<file path="src/design/mips_id_pkg.sv">
`default_nettype none

package mips_id_pkg;

    localparam int unsigned word_w     = 32;
    localparam int unsigned reg_addr_w = 5;
    localparam int unsigned aluop_w    = 8;
    localparam int unsigned alusel_w   = 3;

    typedef logic [word_w-1:0]     word_t;
    typedef logic [reg_addr_w-1:0] reg_addr_t;

    // Primary opcodes
    localparam logic [5:0] op_special = 6'b000000;
    localparam logic [5:0] op_regimm  = 6'b000001;
    localparam logic [5:0] op_j       = 6'b000010;
    localparam logic [5:0] op_jal     = 6'b000011;
    localparam logic [5:0] op_beq     = 6'b000100;
    localparam logic [5:0] op_bne     = 6'b000101;
    localparam logic [5:0] op_blez    = 6'b000110;
    localparam logic [5:0] op_bgtz    = 6'b000111;
    localparam logic [5:0] op_andi    = 6'b001100;
    localparam logic [5:0] op_ori     = 6'b001101;
    localparam logic [5:0] op_xori    = 6'b001110;
    localparam logic [5:0] op_lui     = 6'b001111;

    // SPECIAL function field
    localparam logic [5:0] fn_and  = 6'b100100;
    localparam logic [5:0] fn_or   = 6'b100101;
    localparam logic [5:0] fn_xor  = 6'b100110;
    localparam logic [5:0] fn_nor  = 6'b100111;
    localparam logic [5:0] fn_sll  = 6'b000000;
    localparam logic [5:0] fn_srl  = 6'b000010;
    localparam logic [5:0] fn_sra  = 6'b000011;
    localparam logic [5:0] fn_sllv = 6'b000100;
    localparam logic [5:0] fn_srlv = 6'b000110;
    localparam logic [5:0] fn_srav = 6'b000111;
    localparam logic [5:0] fn_jr   = 6'b001000;
    localparam logic [5:0] fn_jalr = 6'b001001;

    // REGIMM rt field
    localparam reg_addr_t rt_bltz = 5'b00000;
    localparam reg_addr_t rt_bgez = 5'b00001;

    localparam reg_addr_t link_reg = 5'd31;

    typedef enum logic [aluop_w-1:0] {
        aluop_nop  = 8'b0000_0000,
        aluop_or   = 8'b0010_0101,
        aluop_and  = 8'b0010_0100,
        aluop_xor  = 8'b0010_0110,
        aluop_nor  = 8'b0010_0111,
        aluop_sll  = 8'b0111_1100,
        aluop_srl  = 8'b0000_0010,
        aluop_sra  = 8'b0000_0011,
        aluop_j    = 8'b0100_1111,
        aluop_jal  = 8'b0101_0000,
        aluop_jr   = 8'b0000_1000,
        aluop_jalr = 8'b0000_1001,
        aluop_beq  = 8'b0101_0001,
        aluop_bne  = 8'b0101_0010,
        aluop_bgtz = 8'b0101_0100,
        aluop_blez = 8'b0101_0011,
        aluop_bgez = 8'b0100_0001,
        aluop_bltz = 8'b0100_0000
    } aluop_e;

    typedef enum logic [alusel_w-1:0] {
        alusel_nop         = 3'b000,
        alusel_logic       = 3'b001,
        alusel_shift       = 3'b010,
        alusel_jump_branch = 3'b110
    } alusel_e;

    typedef struct packed {
        logic [5:0] op;
        reg_addr_t  rs;
        reg_addr_t  rt;
        reg_addr_t  rd;
        logic [4:0] sa;
        logic [5:0] funct;
    } r_fmt_t;

    typedef struct packed {
        logic [5:0]  op;
        reg_addr_t   rs;
        reg_addr_t   rt;
        logic [15:0] imm16;
    } i_fmt_t;

    typedef struct packed {
        logic [5:0]  op;
        logic [25:0] index26;
    } j_fmt_t;

    typedef union packed {
        r_fmt_t r_fmt;
        i_fmt_t i_fmt;
        j_fmt_t j_fmt;
    } inst_u;

    typedef struct packed {
        aluop_e    aluop;
        alusel_e   alusel;
        logic      reg1_read;
        logic      reg2_read;
        reg_addr_t wd;
        logic      wreg;
        word_t     imm;
    } dec_ctrl_t;

    typedef struct packed {
        logic      wreg;
        reg_addr_t wd;
        word_t     wdata;
    } fwd_t;

    typedef struct packed {
        logic  flag;
        word_t target;
    } branch_t;

    typedef struct packed {
        aluop_e    aluop;
        alusel_e   alusel;
        word_t     reg1;
        word_t     reg2;
        reg_addr_t wd;
        logic      wreg;
        word_t     link_addr;
    } ex_bundle_t;

endpackage

`default_nettype wire

</file>
<file path="src/design/branch_resolve.sv">
`default_nettype none
`timescale 1ns/1ns

module branch_resolve (
    input  wire mips_id_pkg::dec_ctrl_t  ctrl_i,
    input  wire mips_id_pkg::inst_u      inst_i,
    input  wire mips_id_pkg::word_t      pc_i,
    input  wire mips_id_pkg::word_t      reg1_i,
    input  wire mips_id_pkg::word_t      reg2_i,
    output mips_id_pkg::branch_t         branch_o,
    output mips_id_pkg::word_t           link_addr_o
);
    import mips_id_pkg::*;

    word_t pc_plus_4;
    word_t pc_plus_8;
    word_t br_target;
    word_t jmp_target;
    logic  sign1;
    logic  taken;

    assign pc_plus_4  = pc_i + word_t'(4);
    assign pc_plus_8  = pc_i + word_t'(8);
    assign br_target  = pc_plus_4 + {{(word_w-18){inst_i.i_fmt.imm16[15]}},
                                     inst_i.i_fmt.imm16, 2'b00};
    // Stays inside the current 256 MB region
    assign jmp_target = {pc_plus_4[word_w-1:word_w-4], inst_i.j_fmt.index26, 2'b00};
    assign sign1      = reg1_i[word_w-1];

    always_comb begin
        case (ctrl_i.aluop)
            aluop_beq:  taken = (reg1_i == reg2_i);
            aluop_bne:  taken = (reg1_i != reg2_i);
            aluop_bgtz: taken = !sign1 && (reg1_i != '0);
            aluop_blez: taken = sign1 || (reg1_i == '0);
            aluop_bgez: taken = !sign1;
            aluop_bltz: taken = sign1;
            default:    taken = 1'b0;
        endcase
    end

    always_comb begin
        branch_o = '0;
        case (ctrl_i.aluop)
            aluop_j, aluop_jal: begin
                branch_o.flag   = 1'b1;
                branch_o.target = jmp_target;
            end
            aluop_jr, aluop_jalr: begin
                branch_o.flag   = 1'b1;
                branch_o.target = reg1_i;
            end
            default: begin
                if (taken) begin
                    branch_o.flag   = 1'b1;
                    branch_o.target = br_target;
                end
            end
        endcase
    end

    // Return past the delay slot
    assign link_addr_o = (ctrl_i.aluop == aluop_jal || ctrl_i.aluop == aluop_jalr)
                       ? pc_plus_8 : '0;

endmodule

`default_nettype wire

</file>
<file path="src/design/id_ex_reg.sv">
`default_nettype none
`timescale 1ns/1ns

module id_ex_reg (
    input  wire                          clk_i,
    input  wire                          arst_n_i,
    input  wire mips_id_pkg::dec_ctrl_t  ctrl_i,
    input  wire mips_id_pkg::word_t      reg1_i,
    input  wire mips_id_pkg::word_t      reg2_i,
    input  wire mips_id_pkg::word_t      link_addr_i,
    output mips_id_pkg::ex_bundle_t      ex_o
);
    import mips_id_pkg::*;

    always_ff @(posedge clk_i or negedge arst_n_i) begin
        if (!arst_n_i) begin
            // NOP bundle
            ex_o.aluop     <= aluop_nop;
            ex_o.alusel    <= alusel_nop;
            ex_o.reg1      <= '0;
            ex_o.reg2      <= '0;
            ex_o.wd        <= '0;
            ex_o.wreg      <= 1'b0;
            ex_o.link_addr <= '0;
        end else begin
            ex_o.aluop     <= ctrl_i.aluop;
            ex_o.alusel    <= ctrl_i.alusel;
            ex_o.reg1      <= reg1_i;
            ex_o.reg2      <= reg2_i;
            ex_o.wd        <= ctrl_i.wd;
            ex_o.wreg      <= ctrl_i.wreg;
            ex_o.link_addr <= link_addr_i;
        end
    end

endmodule

`default_nettype wire

</file>
<file path="src/design/inst_decoder.sv">
`default_nettype none
`timescale 1ns/1ns

module inst_decoder (
    input  wire mips_id_pkg::inst_u   inst_i,
    output mips_id_pkg::dec_ctrl_t    ctrl_o,
    output mips_id_pkg::reg_addr_t    reg1_addr_o,
    output mips_id_pkg::reg_addr_t    reg2_addr_o
);
    import mips_id_pkg::*;

    // Variable and constant shifts share the low funct bits
    function automatic aluop_e shift_op(input logic [5:0] funct);
        case (funct[1:0])
            2'b00:   return aluop_sll;
            2'b10:   return aluop_srl;
            default: return aluop_sra;
        endcase
    endfunction

    assign reg1_addr_o = inst_i.r_fmt.rs;
    assign reg2_addr_o = inst_i.r_fmt.rt;

    always_comb begin
        ctrl_o        = '0;
        ctrl_o.aluop  = aluop_nop;
        ctrl_o.alusel = alusel_nop;
        ctrl_o.wd     = inst_i.r_fmt.rd;
        case (inst_i.r_fmt.op)
            op_special: begin
                case (inst_i.r_fmt.funct)
                    fn_and, fn_or, fn_xor, fn_nor, fn_sllv, fn_srlv, fn_srav: begin
                        if (inst_i.r_fmt.sa == '0) begin
                            ctrl_o.wreg      = 1'b1;
                            ctrl_o.reg1_read = 1'b1;
                            ctrl_o.reg2_read = 1'b1;
                            // Logic functions all have funct[5] set
                            ctrl_o.alusel = inst_i.r_fmt.funct[5] ? alusel_logic : alusel_shift;
                            case (inst_i.r_fmt.funct)
                                fn_and:  ctrl_o.aluop = aluop_and;
                                fn_or:   ctrl_o.aluop = aluop_or;
                                fn_xor:  ctrl_o.aluop = aluop_xor;
                                fn_nor:  ctrl_o.aluop = aluop_nor;
                                default: ctrl_o.aluop = shift_op(inst_i.r_fmt.funct);
                            endcase
                        end
                    end
                    fn_sll, fn_srl, fn_sra: begin
                        if (inst_i.r_fmt.rs == '0) begin
                            ctrl_o.wreg      = 1'b1;
                            ctrl_o.aluop     = shift_op(inst_i.r_fmt.funct);
                            ctrl_o.alusel    = alusel_shift;
                            ctrl_o.reg2_read = 1'b1;
                            ctrl_o.imm       = word_t'(inst_i.r_fmt.sa);
                        end
                    end
                    fn_jr, fn_jalr: begin
                        if (inst_i.r_fmt.sa == '0) begin
                            ctrl_o.wreg      = (inst_i.r_fmt.funct == fn_jalr);
                            ctrl_o.aluop     = (inst_i.r_fmt.funct == fn_jalr) ? aluop_jalr
                                                                               : aluop_jr;
                            ctrl_o.alusel    = alusel_jump_branch;
                            ctrl_o.reg1_read = 1'b1;
                        end
                    end
                    default: begin
                    end
                endcase
            end
            op_andi, op_ori, op_xori, op_lui: begin
                ctrl_o.wreg      = 1'b1;
                ctrl_o.alusel    = alusel_logic;
                ctrl_o.reg1_read = 1'b1;
                ctrl_o.wd        = inst_i.i_fmt.rt;
                ctrl_o.imm       = {16'h0000, inst_i.i_fmt.imm16};
                case (inst_i.i_fmt.op)
                    op_andi: ctrl_o.aluop = aluop_and;
                    op_xori: ctrl_o.aluop = aluop_xor;
                    default: ctrl_o.aluop = aluop_or;
                endcase
                // LUI is an OR with the immediate in the upper half
                if (inst_i.i_fmt.op == op_lui) begin
                    ctrl_o.imm = {inst_i.i_fmt.imm16, 16'h0000};
                end
            end
            op_j: begin
                ctrl_o.aluop  = aluop_j;
                ctrl_o.alusel = alusel_jump_branch;
            end
            op_jal: begin
                ctrl_o.wreg   = 1'b1;
                ctrl_o.aluop  = aluop_jal;
                ctrl_o.alusel = alusel_jump_branch;
                ctrl_o.wd     = link_reg;
            end
            op_beq, op_bne: begin
                ctrl_o.aluop     = (inst_i.i_fmt.op == op_beq) ? aluop_beq : aluop_bne;
                ctrl_o.alusel    = alusel_jump_branch;
                ctrl_o.reg1_read = 1'b1;
                ctrl_o.reg2_read = 1'b1;
            end
            op_blez, op_bgtz: begin
                ctrl_o.aluop     = (inst_i.i_fmt.op == op_blez) ? aluop_blez : aluop_bgtz;
                ctrl_o.alusel    = alusel_jump_branch;
                ctrl_o.reg1_read = 1'b1;
            end
            op_regimm: begin
                if (inst_i.i_fmt.rt == rt_bltz || inst_i.i_fmt.rt == rt_bgez) begin
                    ctrl_o.aluop     = (inst_i.i_fmt.rt == rt_bltz) ? aluop_bltz : aluop_bgez;
                    ctrl_o.alusel    = alusel_jump_branch;
                    ctrl_o.reg1_read = 1'b1;
                end
            end
            default: begin
            end
        endcase
    end

endmodule

`default_nettype wire

</file>
<file path="src/design/mips_id.sv">
`default_nettype none
`timescale 1ns/1ns

module mips_id (
    input  wire                          clk_i,
    input  wire                          arst_n_i,
    input  wire mips_id_pkg::word_t      pc_i,
    input  wire mips_id_pkg::inst_u      inst_i,
    input  wire mips_id_pkg::word_t      reg1_data_i,
    input  wire mips_id_pkg::word_t      reg2_data_i,
    input  wire mips_id_pkg::fwd_t       ex_fwd_i,
    input  wire mips_id_pkg::fwd_t       mem_fwd_i,
    output logic                         reg1_read_o,
    output logic                         reg2_read_o,
    output mips_id_pkg::reg_addr_t       reg1_addr_o,
    output mips_id_pkg::reg_addr_t       reg2_addr_o,
    output mips_id_pkg::branch_t         branch_o,
    output mips_id_pkg::ex_bundle_t      ex_o
);
    import mips_id_pkg::*;

    dec_ctrl_t ctrl;
    word_t     reg1;
    word_t     reg2;
    word_t     link_addr;

    inst_decoder u_decoder (
        .inst_i      (inst_i),
        .ctrl_o      (ctrl),
        .reg1_addr_o (reg1_addr_o),
        .reg2_addr_o (reg2_addr_o)
    );

    // Register file requests
    assign reg1_read_o = ctrl.reg1_read;
    assign reg2_read_o = ctrl.reg2_read;

    operand_bypass u_bypass (
        .ctrl_i      (ctrl),
        .reg1_addr_i (reg1_addr_o),
        .reg2_addr_i (reg2_addr_o),
        .reg1_data_i (reg1_data_i),
        .reg2_data_i (reg2_data_i),
        .ex_fwd_i    (ex_fwd_i),
        .mem_fwd_i   (mem_fwd_i),
        .reg1_o      (reg1),
        .reg2_o      (reg2)
    );

    branch_resolve u_branch (
        .ctrl_i      (ctrl),
        .inst_i      (inst_i),
        .pc_i        (pc_i),
        .reg1_i      (reg1),
        .reg2_i      (reg2),
        .branch_o    (branch_o),
        .link_addr_o (link_addr)
    );

    id_ex_reg u_id_ex (
        .clk_i       (clk_i),
        .arst_n_i    (arst_n_i),
        .ctrl_i      (ctrl),
        .reg1_i      (reg1),
        .reg2_i      (reg2),
        .link_addr_i (link_addr),
        .ex_o        (ex_o)
    );

endmodule

`default_nettype wire

</file>
<file path="src/design/operand_bypass.sv">
`default_nettype none
`timescale 1ns/1ns

module operand_bypass (
    input  wire mips_id_pkg::dec_ctrl_t  ctrl_i,
    input  wire mips_id_pkg::reg_addr_t  reg1_addr_i,
    input  wire mips_id_pkg::reg_addr_t  reg2_addr_i,
    input  wire mips_id_pkg::word_t      reg1_data_i,
    input  wire mips_id_pkg::word_t      reg2_data_i,
    input  wire mips_id_pkg::fwd_t       ex_fwd_i,
    input  wire mips_id_pkg::fwd_t       mem_fwd_i,
    output mips_id_pkg::word_t           reg1_o,
    output mips_id_pkg::word_t           reg2_o
);
    import mips_id_pkg::*;

    // EX result is younger, so it beats MEM
    function automatic word_t pick(input logic rd_en, input reg_addr_t addr,
                                   input word_t rf_data, input fwd_t ex_f,
                                   input fwd_t mem_f, input word_t imm);
        word_t res;
        if (rd_en && ex_f.wreg && ex_f.wd == addr) begin
            res = ex_f.wdata;
        end else if (rd_en && mem_f.wreg && mem_f.wd == addr) begin
            res = mem_f.wdata;
        end else if (rd_en) begin
            res = rf_data;
        end else begin
            res = imm;
        end
        return res;
    endfunction

    assign reg1_o = pick(ctrl_i.reg1_read, reg1_addr_i, reg1_data_i, ex_fwd_i, mem_fwd_i,
                         ctrl_i.imm);
    assign reg2_o = pick(ctrl_i.reg2_read, reg2_addr_i, reg2_data_i, ex_fwd_i, mem_fwd_i,
                         ctrl_i.imm);

endmodule

`default_nettype wire

</file>
<file path="config.mk">
export PLATFORM = sky130hd
export DESIGN_NAME = mips_id
export DESIGN_NICKNAME = d
export VERILOG_FILES = /design/src/design/mips_id_pkg.sv /design/src/design/branch_resolve.sv /design/src/design/id_ex_reg.sv /design/src/design/inst_decoder.sv /design/src/design/mips_id.sv /design/src/design/operand_bypass.sv
export SDC_FILE = /design/constraint.sdc
export NUM_CORES = 1
export LEC_CHECK = 0
export BUFFER_PORTS_ARGS = -buffer_cell sky130_fd_sc_hd__buf_4
export CELL_PAD_IN_SITES_DETAIL_PLACEMENT = 1
export CELL_PAD_IN_SITES_GLOBAL_PLACEMENT = 1
export CORE_UTILIZATION = 40
export CTS_CLUSTER_SIZE = 40
export DETAILED_ROUTE_END_ITERATION = 7
export HOLD_SLACK_MARGIN = 0.02
export PLACE_DENSITY_LB_ADDON = 0.1
export SETUP_SLACK_MARGIN = 0.3
export SYNTH_ARGS = -nofsm -noshare
export SYNTH_HDL_FRONTEND = slang
export SYNTH_HIERARCHICAL = 1
export SYNTH_SLANG_ARGS = --single-unit
</file>
<file path="constraint.sdc">
create_clock -name clk_i -period 6 [get_ports clk_i]
set_input_delay 0 -clock clk_i [delete_from_list [all_inputs] [get_ports clk_i]]
set_output_delay 0 -clock clk_i [all_outputs]
set_load 0.01 [all_outputs]
</file>
==> impl_results.md, run 1 <==
- Peak supply drop: 160 uV
- Post-layout min period: 5480 ps
- PD cells: 172 mW/mm^2
- Drt drc: 0
- Max reg flops: 113
- Post-synth EDFFs: 0
- CTS Buf Count: 17
- Final Power: 2.62 mW
- Global placer's final weighted congestion: 0.928
- Synth Register Bits: 113
- Count of cell types in the netlist: 73
- Slew Viols, Final: 0
- CP Data Arrival Time: 5480 ps
- CP max FO: 66
- CP Launch Type: primary input
- Post-synth ARST share: 1.00
- Top Ports: 364
- Max Buffers Root-to-Sink: 2
- CTS tree: built
- Number of clock sinks: 113
- Die footprint: 0.0265 sq mm
- Leak: 6.86 nW
- Initial Util: 0.409
- Max cap viols: 0
- Overflow after GRT: 0
- Status: complete, no violations
- Largest Register: u_id_ex/ex_o
- Post-Syn Instances: 1210
- Final core occ: 0.604
- Least-Margin Pin Slew: 928 ps
- Ys flop type: dfrtp_1
- Reg clk slew, reported paths: 60 ps
- Area grow syn2layout: 47.8%
- Syn Nets: 1453
- Final net count: 1909
- Syn Std Cell Area: 0.0103 sq mm
- Fmax: 182 MHz
- Post-DP HPWL: 40.0 mm
- RSZ-0062 raised after global routing: false
- Simple-Gate Fraction of Synth Area: 0.253
- Synth Area in Compound Gates: 0.249
- Crit path required time: 6000 ps
- Site Rows: 58
- Final Hold Vio Count: 0
- DR pass1 iterations: 5
- Worst min path class: in2reg
- Avg Vias per Cell: 6.33
- Adder-cell share of the synthesized area: 0.0456
- Htree depth: 4
- Mapped Avg Cell Area: 8.54 sq um
- DRT antenna net count: 0
- Via count: 12700
- Sequential fraction of the synthesis area: 0.274
- Worst slew margin: 0.381
- Die W: 163 um
- Port Buf Inserts: 363
- Final Cycle Share: 0.914
- Setup CP Type: in2out
- Final wirelength: 55.6 mm
- Vias in the first global route: 13100
- Post-synthesis xor/xnor area fraction: 0.114
- Layout cells sized above 1: 0.331
- Initial drt markers: 1110
- Mux share of post-synthesis cell area: 0.000969
- Die Height: 163 um
- Initial antenna violation count: 4
- DR WL/cell: 27.6 um
- Root Buffer: clkbuf_16
- Core area: 0.0253 sq mm
- Gr usage total: 0.417
- Setup TNS: 0 ps
- Main combinational cell family by area after synthesis: simple AND/OR/NAND/NOR gates
- Synth warnings: 6
- Pin count of the biggest net entering global routing: 69
- Setup crit end kind: output port
- Top Registers: u_id_ex/ex_o: 113 flops
- Setup Viol. Count Final: 0
- First-pass GRT wire length: 82.2 mm
[metal layers]
layer  GRT usage  vias up  wire (um)
met5           0        -          0
met4       0.232        0       3130
met3       0.101      211       5810
met2       0.669      922      25700
met1       0.512     6206      21000
li1            -     5402          -
[worst max-delay path, stage by stage]
cell	delay, ps
buf_4	120
nor3_2	260
nand3b_1	280
nor3_1	510
nor2_1	150
o21ai_4	110
buf_12	290
and3_1	220
and2_2	530
buf_4	250
o31ai_2	90
xnor2_1	280
nand4_1	260
nor4_1	310
nand2_1	190
mux2i_1	170
a311oi_2	440
a2111oi_4	80
buf_12	170
o21ai_0	490
buf_4	230
[path summary, 6_finish.rpt]
path                               endpoint       start  slack (ps)  cells past startpoint
setup / recovery                branch_o[3]  inst_i[31]         520                     21
hold / removal             u_id_ex/ex_o[37]  inst_i[15]          50                      2
min in group asynchronous  u_id_ex/ex_o[43]    arst_n_i         140                      2
max in group asynchronous  u_id_ex/ex_o[26]    arst_n_i        4460                      3
[layout by cell type, fill, tap and decap left out, types with 6 or more instances in the layout]
| cell type | n |
|---|---|
| buf_4 | 423 |
| xnor2_1 | 87 |
| nor4_1 | 14 |
| nand2b_1 | 6 |
| nor3_1 | 79 |
| and2_1 | 31 |
| a221oi_1 | 65 |
| inv_1 | 18 |
| nand3_1 | 81 |
| xor2_1 | 47 |
| nor2_1 | 79 |
| nand4_1 | 25 |
| a21oi_1 | 31 |
| a31oi_1 | 6 |
| nand2_1 | 59 |
| and3_1 | 7 |
| a22oi_1 | 30 |
| nor2b_1 | 65 |
| or3_1 | 11 |
| o31ai_1 | 6 |
| a21o_1 | 10 |
| clkbuf_16 | 17 |
| o31ai_2 | 61 |
| buf_12 | 6 |
| ha_1 | 36 |
| o21ai_0 | 54 |
| dfrtp_1 | 113 |
| dlygate4sd3_1 | 113 |
[through the flow]
stage	worst slack (ps)	area, sq um	hold WS [ps]	instances
after floorplan	1940	10300	-296	1210
after global placement	477	13500	65.9	1862
after detailed placement	402	13500	72.9	1862
final	516	15300	46.4	2014
after global routing	365	15300	47.1	2011
after CTS	409	15200	34.8	2007
[cells in the mapped netlist, types with 7 or more instances]
cell type  number  share of area
nand3_1        81          0.039
nor2b_1        65          0.039
clkbuf_2        8         0.0039
a21o_1         10         0.0073
dfrtp_1       113           0.27
o31ai_2        61          0.074
and3_1          7         0.0042
a21oi_1        31          0.015
clkbuf_1       50          0.018
nand4_1        25          0.015
nor3_1         79          0.038
nor2_1         80          0.029
nor4_1         15         0.0091
and2_1         33          0.020
buf_2          20         0.0097
a221oi_1       65          0.055
buf_4          14          0.010
ha_1           36          0.044
xor2_1         47          0.040
inv_1          18         0.0065
o21ai_0        55          0.027
xnor2_1        87          0.074
or3_1          11         0.0067
nand2_1        59          0.021
a22oi_1        30          0.022
[cells by family after synthesis]
kind of cell             count (synthesis)
multiplexers                             1
other                                    1
AND/OR/NAND/NOR                        490
buffers and inverters                  123
XOR/XNOR                               134
adder cells (fa/ha/maj)                 37
AO/OA/AOI/OAI                          311
flip-flops                             113
[area by class of cell]
class | instances | area, sq um
antenna | 5 | 12.5
clock inverter | 13 | 150
fill | 2946 | 9990
clock buffer | 19 | 453
sequential | 113 | 2830
timing repair buffer | 542 | 4430
tap | 330 | 413
multi-input combinational | 974 | 6910
inverter | 18 | 67.6
[power breakdown]
part	internal, mW	switching (mW)
registers	0.780	0.00752
logic	0.322	0.420
clock network	0.641	0.454
[what timing repair did]
item,4_1_cts,5_1_grt
setup endpoints to repair,0,33
hold endpoints to repair,136,0
gates resized for setup,0,2
hold buffers,113,0
buffers inserted,0,2
(Power assumes the default switching activity.)
==> run 2: changes to the inputs <==
- PLACE_DENSITY_LB_ADDON: 0.1 -> 0.05
- SETUP_SLACK_MARGIN: 0.3 -> default
==> run 2 against run 1 <==
  * Sequential power is essentially flat
  * Final cell count fell by 0.89%
  * Combinational power barely moved
  * Non-clock buffer count shrank 14
  * Cell area down 1.4%
  * Wire length decreased by 1.7%
  * Sequential share of layout area up 0.27 points
  * Critical path type unchanged
  * Critical endpoint is now branch_o[30]
  * Largest power group unchanged
==> impl_results.md, run 2 (same netlist as run 1, synthesis figures left out) <==
- Initial antenna violation count: 4 (unchanged)
- Core area: 0.0253 sq mm (unchanged)
- DRT antenna net count: 0 (unchanged)
- Layout cells sized above 1: 0.332 (+0.000978)
- Final core occ: 0.596 (-0.00872)
- Root Buffer: clkbuf_16
- Initial Util: 0.409 (unchanged)
- Crit path capture: branch_o[30]
- Htree depth: 4 (unchanged)
- WL met2: 25.5 mm (-0.81%)
- First-pass GRT wire length: 80.0 mm (-2.6%)
- CP Launch Type: primary input
- DR WL/cell: 27.4 um (-0.79%)
- Crit path required time: 6000 ps (about the same)
- Drt drc: 0 (unchanged)
- Number of clock sinks: 113 (unchanged)
- Setup CP Type: in2out
- DRT met1 WL: 20.7 mm (-1.4%)
- Die footprint: 0.0265 sq mm (unchanged)
- Leak: 6.74 nW (-1.9%)
- Fmax: 170 MHz (-6.6%)
- Port Buf Inserts: 363 (unchanged)
- CTS tree: built
- CP max FO: 17 (-74%)
- Worst hold slack: 37.3 ps (-9.15 ps)
- Least-Margin Pin Slew: 1010 ps (+81.6 ps)
- Max cap viols: 0 (unchanged)
- Max reg flops: 113 (unchanged)
- Pin count of the biggest net entering global routing: 68 (-1.4%)
- Setup crit end kind: output port
- Met3 wire len: 5.57 mm (-4.2%)
- Area grow syn2layout: 45.6%
- Peak supply drop: 168 uV (+4.7%)
- Die W: 163 um (unchanged)
- CP Data Arrival Time: 5870 ps (+390 ps)
- Max Buffers Root-to-Sink: 2 (unchanged)
- Post-DP HPWL: 39.7 mm (-0.79%)
- Final net count: 1895 (-0.73%)
- Vias in the first global route: 12800 (-2.2%)
- Most frequent cells in the layout: buf_4 (423), dfrtp_1 (113), dlygate4sd3_1 (102)
- Site Rows: 58 (unchanged)
- Die Height: 163 um (unchanged)
- Worst min path class: in2reg
- Global placer's final weighted congestion: 0.973 (+4.8%)
- Fill cells: 3006 (+2.0%)
- RSZ-0062 raised after global routing: false
- Slew Viols, Final: 0 (unchanged)
- Final Cycle Share: 0.979 (+0.0648)
- Final Non-Filler Cells: 1996 (-0.89%)
- Final Cell Area: 0.0150 sq mm (-1.4%)
- Final wirelength: 54.7 mm (-1.7%)
- Post-layout min period: 5870 ps (+389 ps)
- Top Ports: 364 (unchanged)
- Reg clk slew, reported paths: 60 ps (about the same)
- Commonest non-fill, non-tap cell in the layout: buf_4
- Avg Vias per Cell: 6.30 (-0.35%)
- Largest Register: u_id_ex/ex_o
- Overflow after GRT: 0 (unchanged)
- Placed Cells: 1857 (-0.27%)
- Top Registers: u_id_ex/ex_o: 113 flops
- Top Layer Used: met5
- Placed cell area: 0.0134 sq mm (-0.57%)
- Setup TNS: 0 ps (unchanged)
- Via count: 12600 (-1.2%)
- CTS Buf Count: 17 (unchanged)
- PD cells: 169 mW/mm^2 (-1.8%)
- Gr usage total: 0.408 (-0.00945)
- DP Worst Slack: 632 ps (+230 ps)
- Final Power: 2.54 mW (-3.2%)
- Status: complete, no violations
- Critical path launch point: inst_i[31]
- DR pass1 iterations: 6 (+1)
- Worst slew margin: 0.327 (-0.0544)
- Setup Viol. Count Final: 0 (unchanged)
- Final Hold Vio Count: 0 (unchanged)
- Setup slack after layout: 127 ps (-389 ps)
- Initial drt markers: 1319 (+19%)
run 2: changes by cell type in the layout (fill, tap and decap cells not counted), sizes merged:
cell	delta
buf	-3
bufinv	-1
clkbuf	-2
clkinv	-1
clkinvlp	+4
diode	-4
dlygate4sd3	-11
run 2: cell type report:
cell class                 instances  area (sq um)  share of cell area
antenna                            1          2.50            0.000166
clock buffer                      17           425              0.0283
clock inverter                    15           134             0.00890
inverter                          18          67.6             0.00449
multi-input combinational        974          6910               0.460
sequential                       113          2830               0.188
tap                              330           413              0.0275
timing repair buffer             528          4260               0.283
run 2: repair_timing:
item,CTS,global route
hold buffers,102,0
endpoints found under the hold margin,158,0
setup buffers,0,4
resized for setup,0,3
endpoints found under the setup margin,0,33
run 2: worst min path at each step:
stage	startpoint	end	slack, ps	depth (start not counted)
3_5_place_dp	arst_n_i	u_id_ex/ex_o[97]	190	1
5_1_grt	mem_fwd_i[6]	u_id_ex/ex_o[44]	20	3
3_3_place_gp	arst_n_i	u_id_ex/ex_o[66]	180	1
2_1_floorplan	arst_n_i	u_id_ex/ex_o[0]	-300	0
4_1_cts	mem_fwd_i[6]	u_id_ex/ex_o[44]	20	3
6_report	mem_fwd_i[6]	u_id_ex/ex_o[44]	40	3
run 2: metal layers:
metal	vias to the layer above	track usage
met5	-	0
met4	6	0.198
met3	201	0.0863
met2	881	0.669
met1	6139	0.507
li1	5356	-
run 2: worst max-delay path, stage by stage:
cell and delay (ps):
dlygate4sd3_1 540, buf_4 150, nor3_2 270, nand3b_1 310, and2b_1 540, nor2_1 150
o21ai_4 110, nand2_1 120, or2_1 480, buf_4 340, nor3_1 250, o31ai_2 110
xnor2_1 350, nand4_1 190, nor4_1 310, nand2_1 170, mux2i_1 160, a311oi_2 450
a2111oi_4 50, buf_4 190, buf_4 190, o21ai_0 240, buf_4 170
run 2: where the power goes:
group          internal, mW  switching, mW
clock network         0.573          0.443
logic                 0.317          0.421
registers             0.780        0.00735
total                  1.67          0.871
==> run 3: changes to the inputs <==
- CORE_MARGIN: default -> 2
==> run 3 against run 2 <==
  * Hold slack got worse by 23 ps
  * Final cell count down 0.45%
  * First-iteration DRC count increased by 0.99%
  * Die area up 2.5%
  * Power rose by 2.3%
  * Via count decreased by 0.19%
  * Critical path type unchanged
  * Critical endpoint is now branch_o[14]
==> impl_results.md, run 3 (same netlist as run 1, synthesis figures left out) <==
- Final Cell Area: 0.0150 sq mm (-0.47%)
- Post-DP HPWL: 40.4 mm (+1.9%)
- Met3 wire len: 5.27 mm (-5.4%)
- CP max-delay cell: dlygate4sd3_1
- Status: complete, no violations
- CP most frequent cell: buf_4
- DRT met1 WL: 20.7 mm (about the same)
- Top Ports: 364 (unchanged)
- Overflow after GRT: 0 (unchanged)
- Top Layer Used: met4
- Leak: 6.68 nW (-0.85%)
- Sequence of cells on the critical path: dlygate4sd3_1, buf_4, nor4_2, and4b_1, and2b_1, nor2_1, o21ai_4, nand2_1, or2_1, buf_4, nor3_1, o31ai_2, xnor2_1, nand4_1, nor4_1, nand2_1, mux2i_1, a311oi_2, a2111oi_4, buf_4, o21ai_0, buf_4
- Postcts setup bufs: 0 (unchanged)
- Commonest non-fill, non-tap cell in the layout: buf_4
- Site Rows: 58 (unchanged)
- Final wirelength: 54.6 mm (-0.12%)
- Number of clock sinks: 113 (unchanged)
- DR WL/cell: 27.5 um (+0.33%)
- Global placer's final weighted congestion: 0.935 (-3.9%)
- DRT antenna net count: 0 (unchanged)
- Root Buffer: clkbuf_16
- CP max FO: 19 (+2)
- Area grow syn2layout: 45.0%
- Largest Register: u_id_ex/ex_o
- Port Buf Inserts: 363 (unchanged)
- Final net count: 1884 (-0.58%)
- Crit path required time: 6000 ps (about the same)
- Largest stage delay, worst path: 540 ps (about the same)
- Via count: 12600 (-0.19%)
- Final Cycle Share: 0.969 (-0.00991)
- Peak supply drop: 137 uV (-19%)
- CTS tree: built
- Setup slack after layout: 187 ps (+59.5 ps)
- Core area: 0.0253 sq mm (unchanged)
- Most frequent cells in the layout: buf_4 (418), dfrtp_1 (113), dlygate4sd3_1 (98)
- Post-layout min period: 5810 ps (-59.5 ps)
- WL met2: 25.5 mm (about the same)
- Fmax: 172 MHz (+1.0%)
- Avg Vias per Cell: 6.32 (+0.26%)
- Worst min path class: in2reg
- CP Data Arrival Time: 5810 ps (-60 ps)
- Vias in the first global route: 12900 (+1.4%)
- Initial Util: 0.409 (unchanged)
- DP Worst Slack: 931 ps (+299 ps)
- Area of the multi-input gates: 0.00693 sq mm (+0.29%)
- Layout cells sized above 1: 0.328 (-0.00324)
- Die footprint: 0.0271 sq mm (+2.5%)
- First-pass GRT wire length: 79.6 mm (-0.59%)
- Fill cells: 2952 (-1.8%)
- Setup Viol. Count Final: 0 (unchanged)
- Register area: 0.00283 sq mm (unchanged)
- Setup crit end kind: output port
- PD cells: 174 mW/mm^2 (+2.7%)
- Final Hold Vio Count: 0 (unchanged)
- Setup CP Type: in2out
- DR pass1 iterations: 6 (unchanged)
- Initial drt markers: 1332 (+0.99%)
- Max cap viols: 0 (unchanged)
- Slew Viols, Final: 0 (unchanged)
- Die W: 165 um (+1.2%)
- Max Buffers Root-to-Sink: 2 (unchanged)
- Max reg flops: 113 (unchanged)
- Pin count of the biggest net entering global routing: 66 (-2.9%)
- Die Height: 165 um (+1.2%)
- CTS Buf Count: 17 (unchanged)
- Worst slew margin: 0.317 (-0.0101)
- Htree depth: 4 (unchanged)
- Gr usage total: 0.394 (-0.0132)
- Top Registers: u_id_ex/ex_o: 113 flops
- RSZ-0062 raised after global routing: false
- Reg clk slew, reported paths: 60 ps (about the same)
- Setup TNS: 0 ps (unchanged)
- CP Launch Type: primary input
- Placed cell area: 0.0134 sq mm (-0.26%)
- Least-Margin Pin Slew: 1020 ps (+15.1 ps)
- Worst hold slack: 14.5 ps (-22.8 ps)
- Initial antenna violation count: 3 (-1)
- Drt drc: 0 (unchanged)
-- run 3: what timing repair did --
item / 4_1_cts / 5_1_grt
gates resized for setup: 0 / 5
endpoints found under the setup margin: 0 / 8
hold buffers: 98 / 0
hold endpoints to repair: 142 / 0
-- run 3: worst max-delay path, delay by kind of cell --
| family | cells | cell delay (ps) |
|---|---|---|
| AOI/OAI and AO/OA | 5 | 1140 |
| xor gates and xnor gates | 1 | 370 |
| buffers and inverters | 5 | 1480 |
| muxes | 1 | 160 |
| and+or+nand+nor | 10 | 2650 |
-- run 3: area by class of cell --
cell class	count	share of cell area
Clock buffer	18	0.0287
Clock inverter	14	0.0102
Multi-Input combinational cell	974	0.463
Inverter	18	0.00451
Antenna cell	3	0.000501
Sequential cell	113	0.189
Tap cell	330	0.0276
Timing Repair Buffer	517	0.276
-- run 3: worst paths after layout --
path	startpoint	slack [ps]	to	cells past startpoint
worst max-delay path	inst_i[2]	190	branch_o[14]	22
worst min-delay path	mem_fwd_i[15]	10	u_id_ex/ex_o[53]	3
max in group asynchronous	arst_n_i	4460	u_id_ex/ex_o[22]	3
min in group asynchronous	arst_n_i	140	u_id_ex/ex_o[77]	2
-- run 3: metal layers --
metal / GRT usage / vias up
li1: - / 5342
met1: 0.481 / 6139
met2: 0.653 / 862
met3: 0.0834 / 216
met4: 0.211 / 0
met5: 0 / -
-- run 3: report_power, final --
| part | leakage (nW) | total (mW) | internal, mW | switching [mW] |
|---|---|---|---|---|
| clock | 0.274 | 1.08 | 0.618 | 0.457 |
| sequential | 1.55 | 0.786 | 0.779 | 0.00694 |
| combinational | 4.86 | 0.736 | 0.316 | 0.420 |
| total | 6.68 | 2.60 | 1.71 | 0.884 |
-- run 3: stage by stage --
step,utilization,instances,power (mW)
after CTS,0.591,1984,2.58
after global routing,0.593,1985,2.66
after floorplan,-,1210,1.12
after global placement,0.529,1854,1.46
final,0.593,1987,2.60
after detailed placement,0.529,1854,1.46
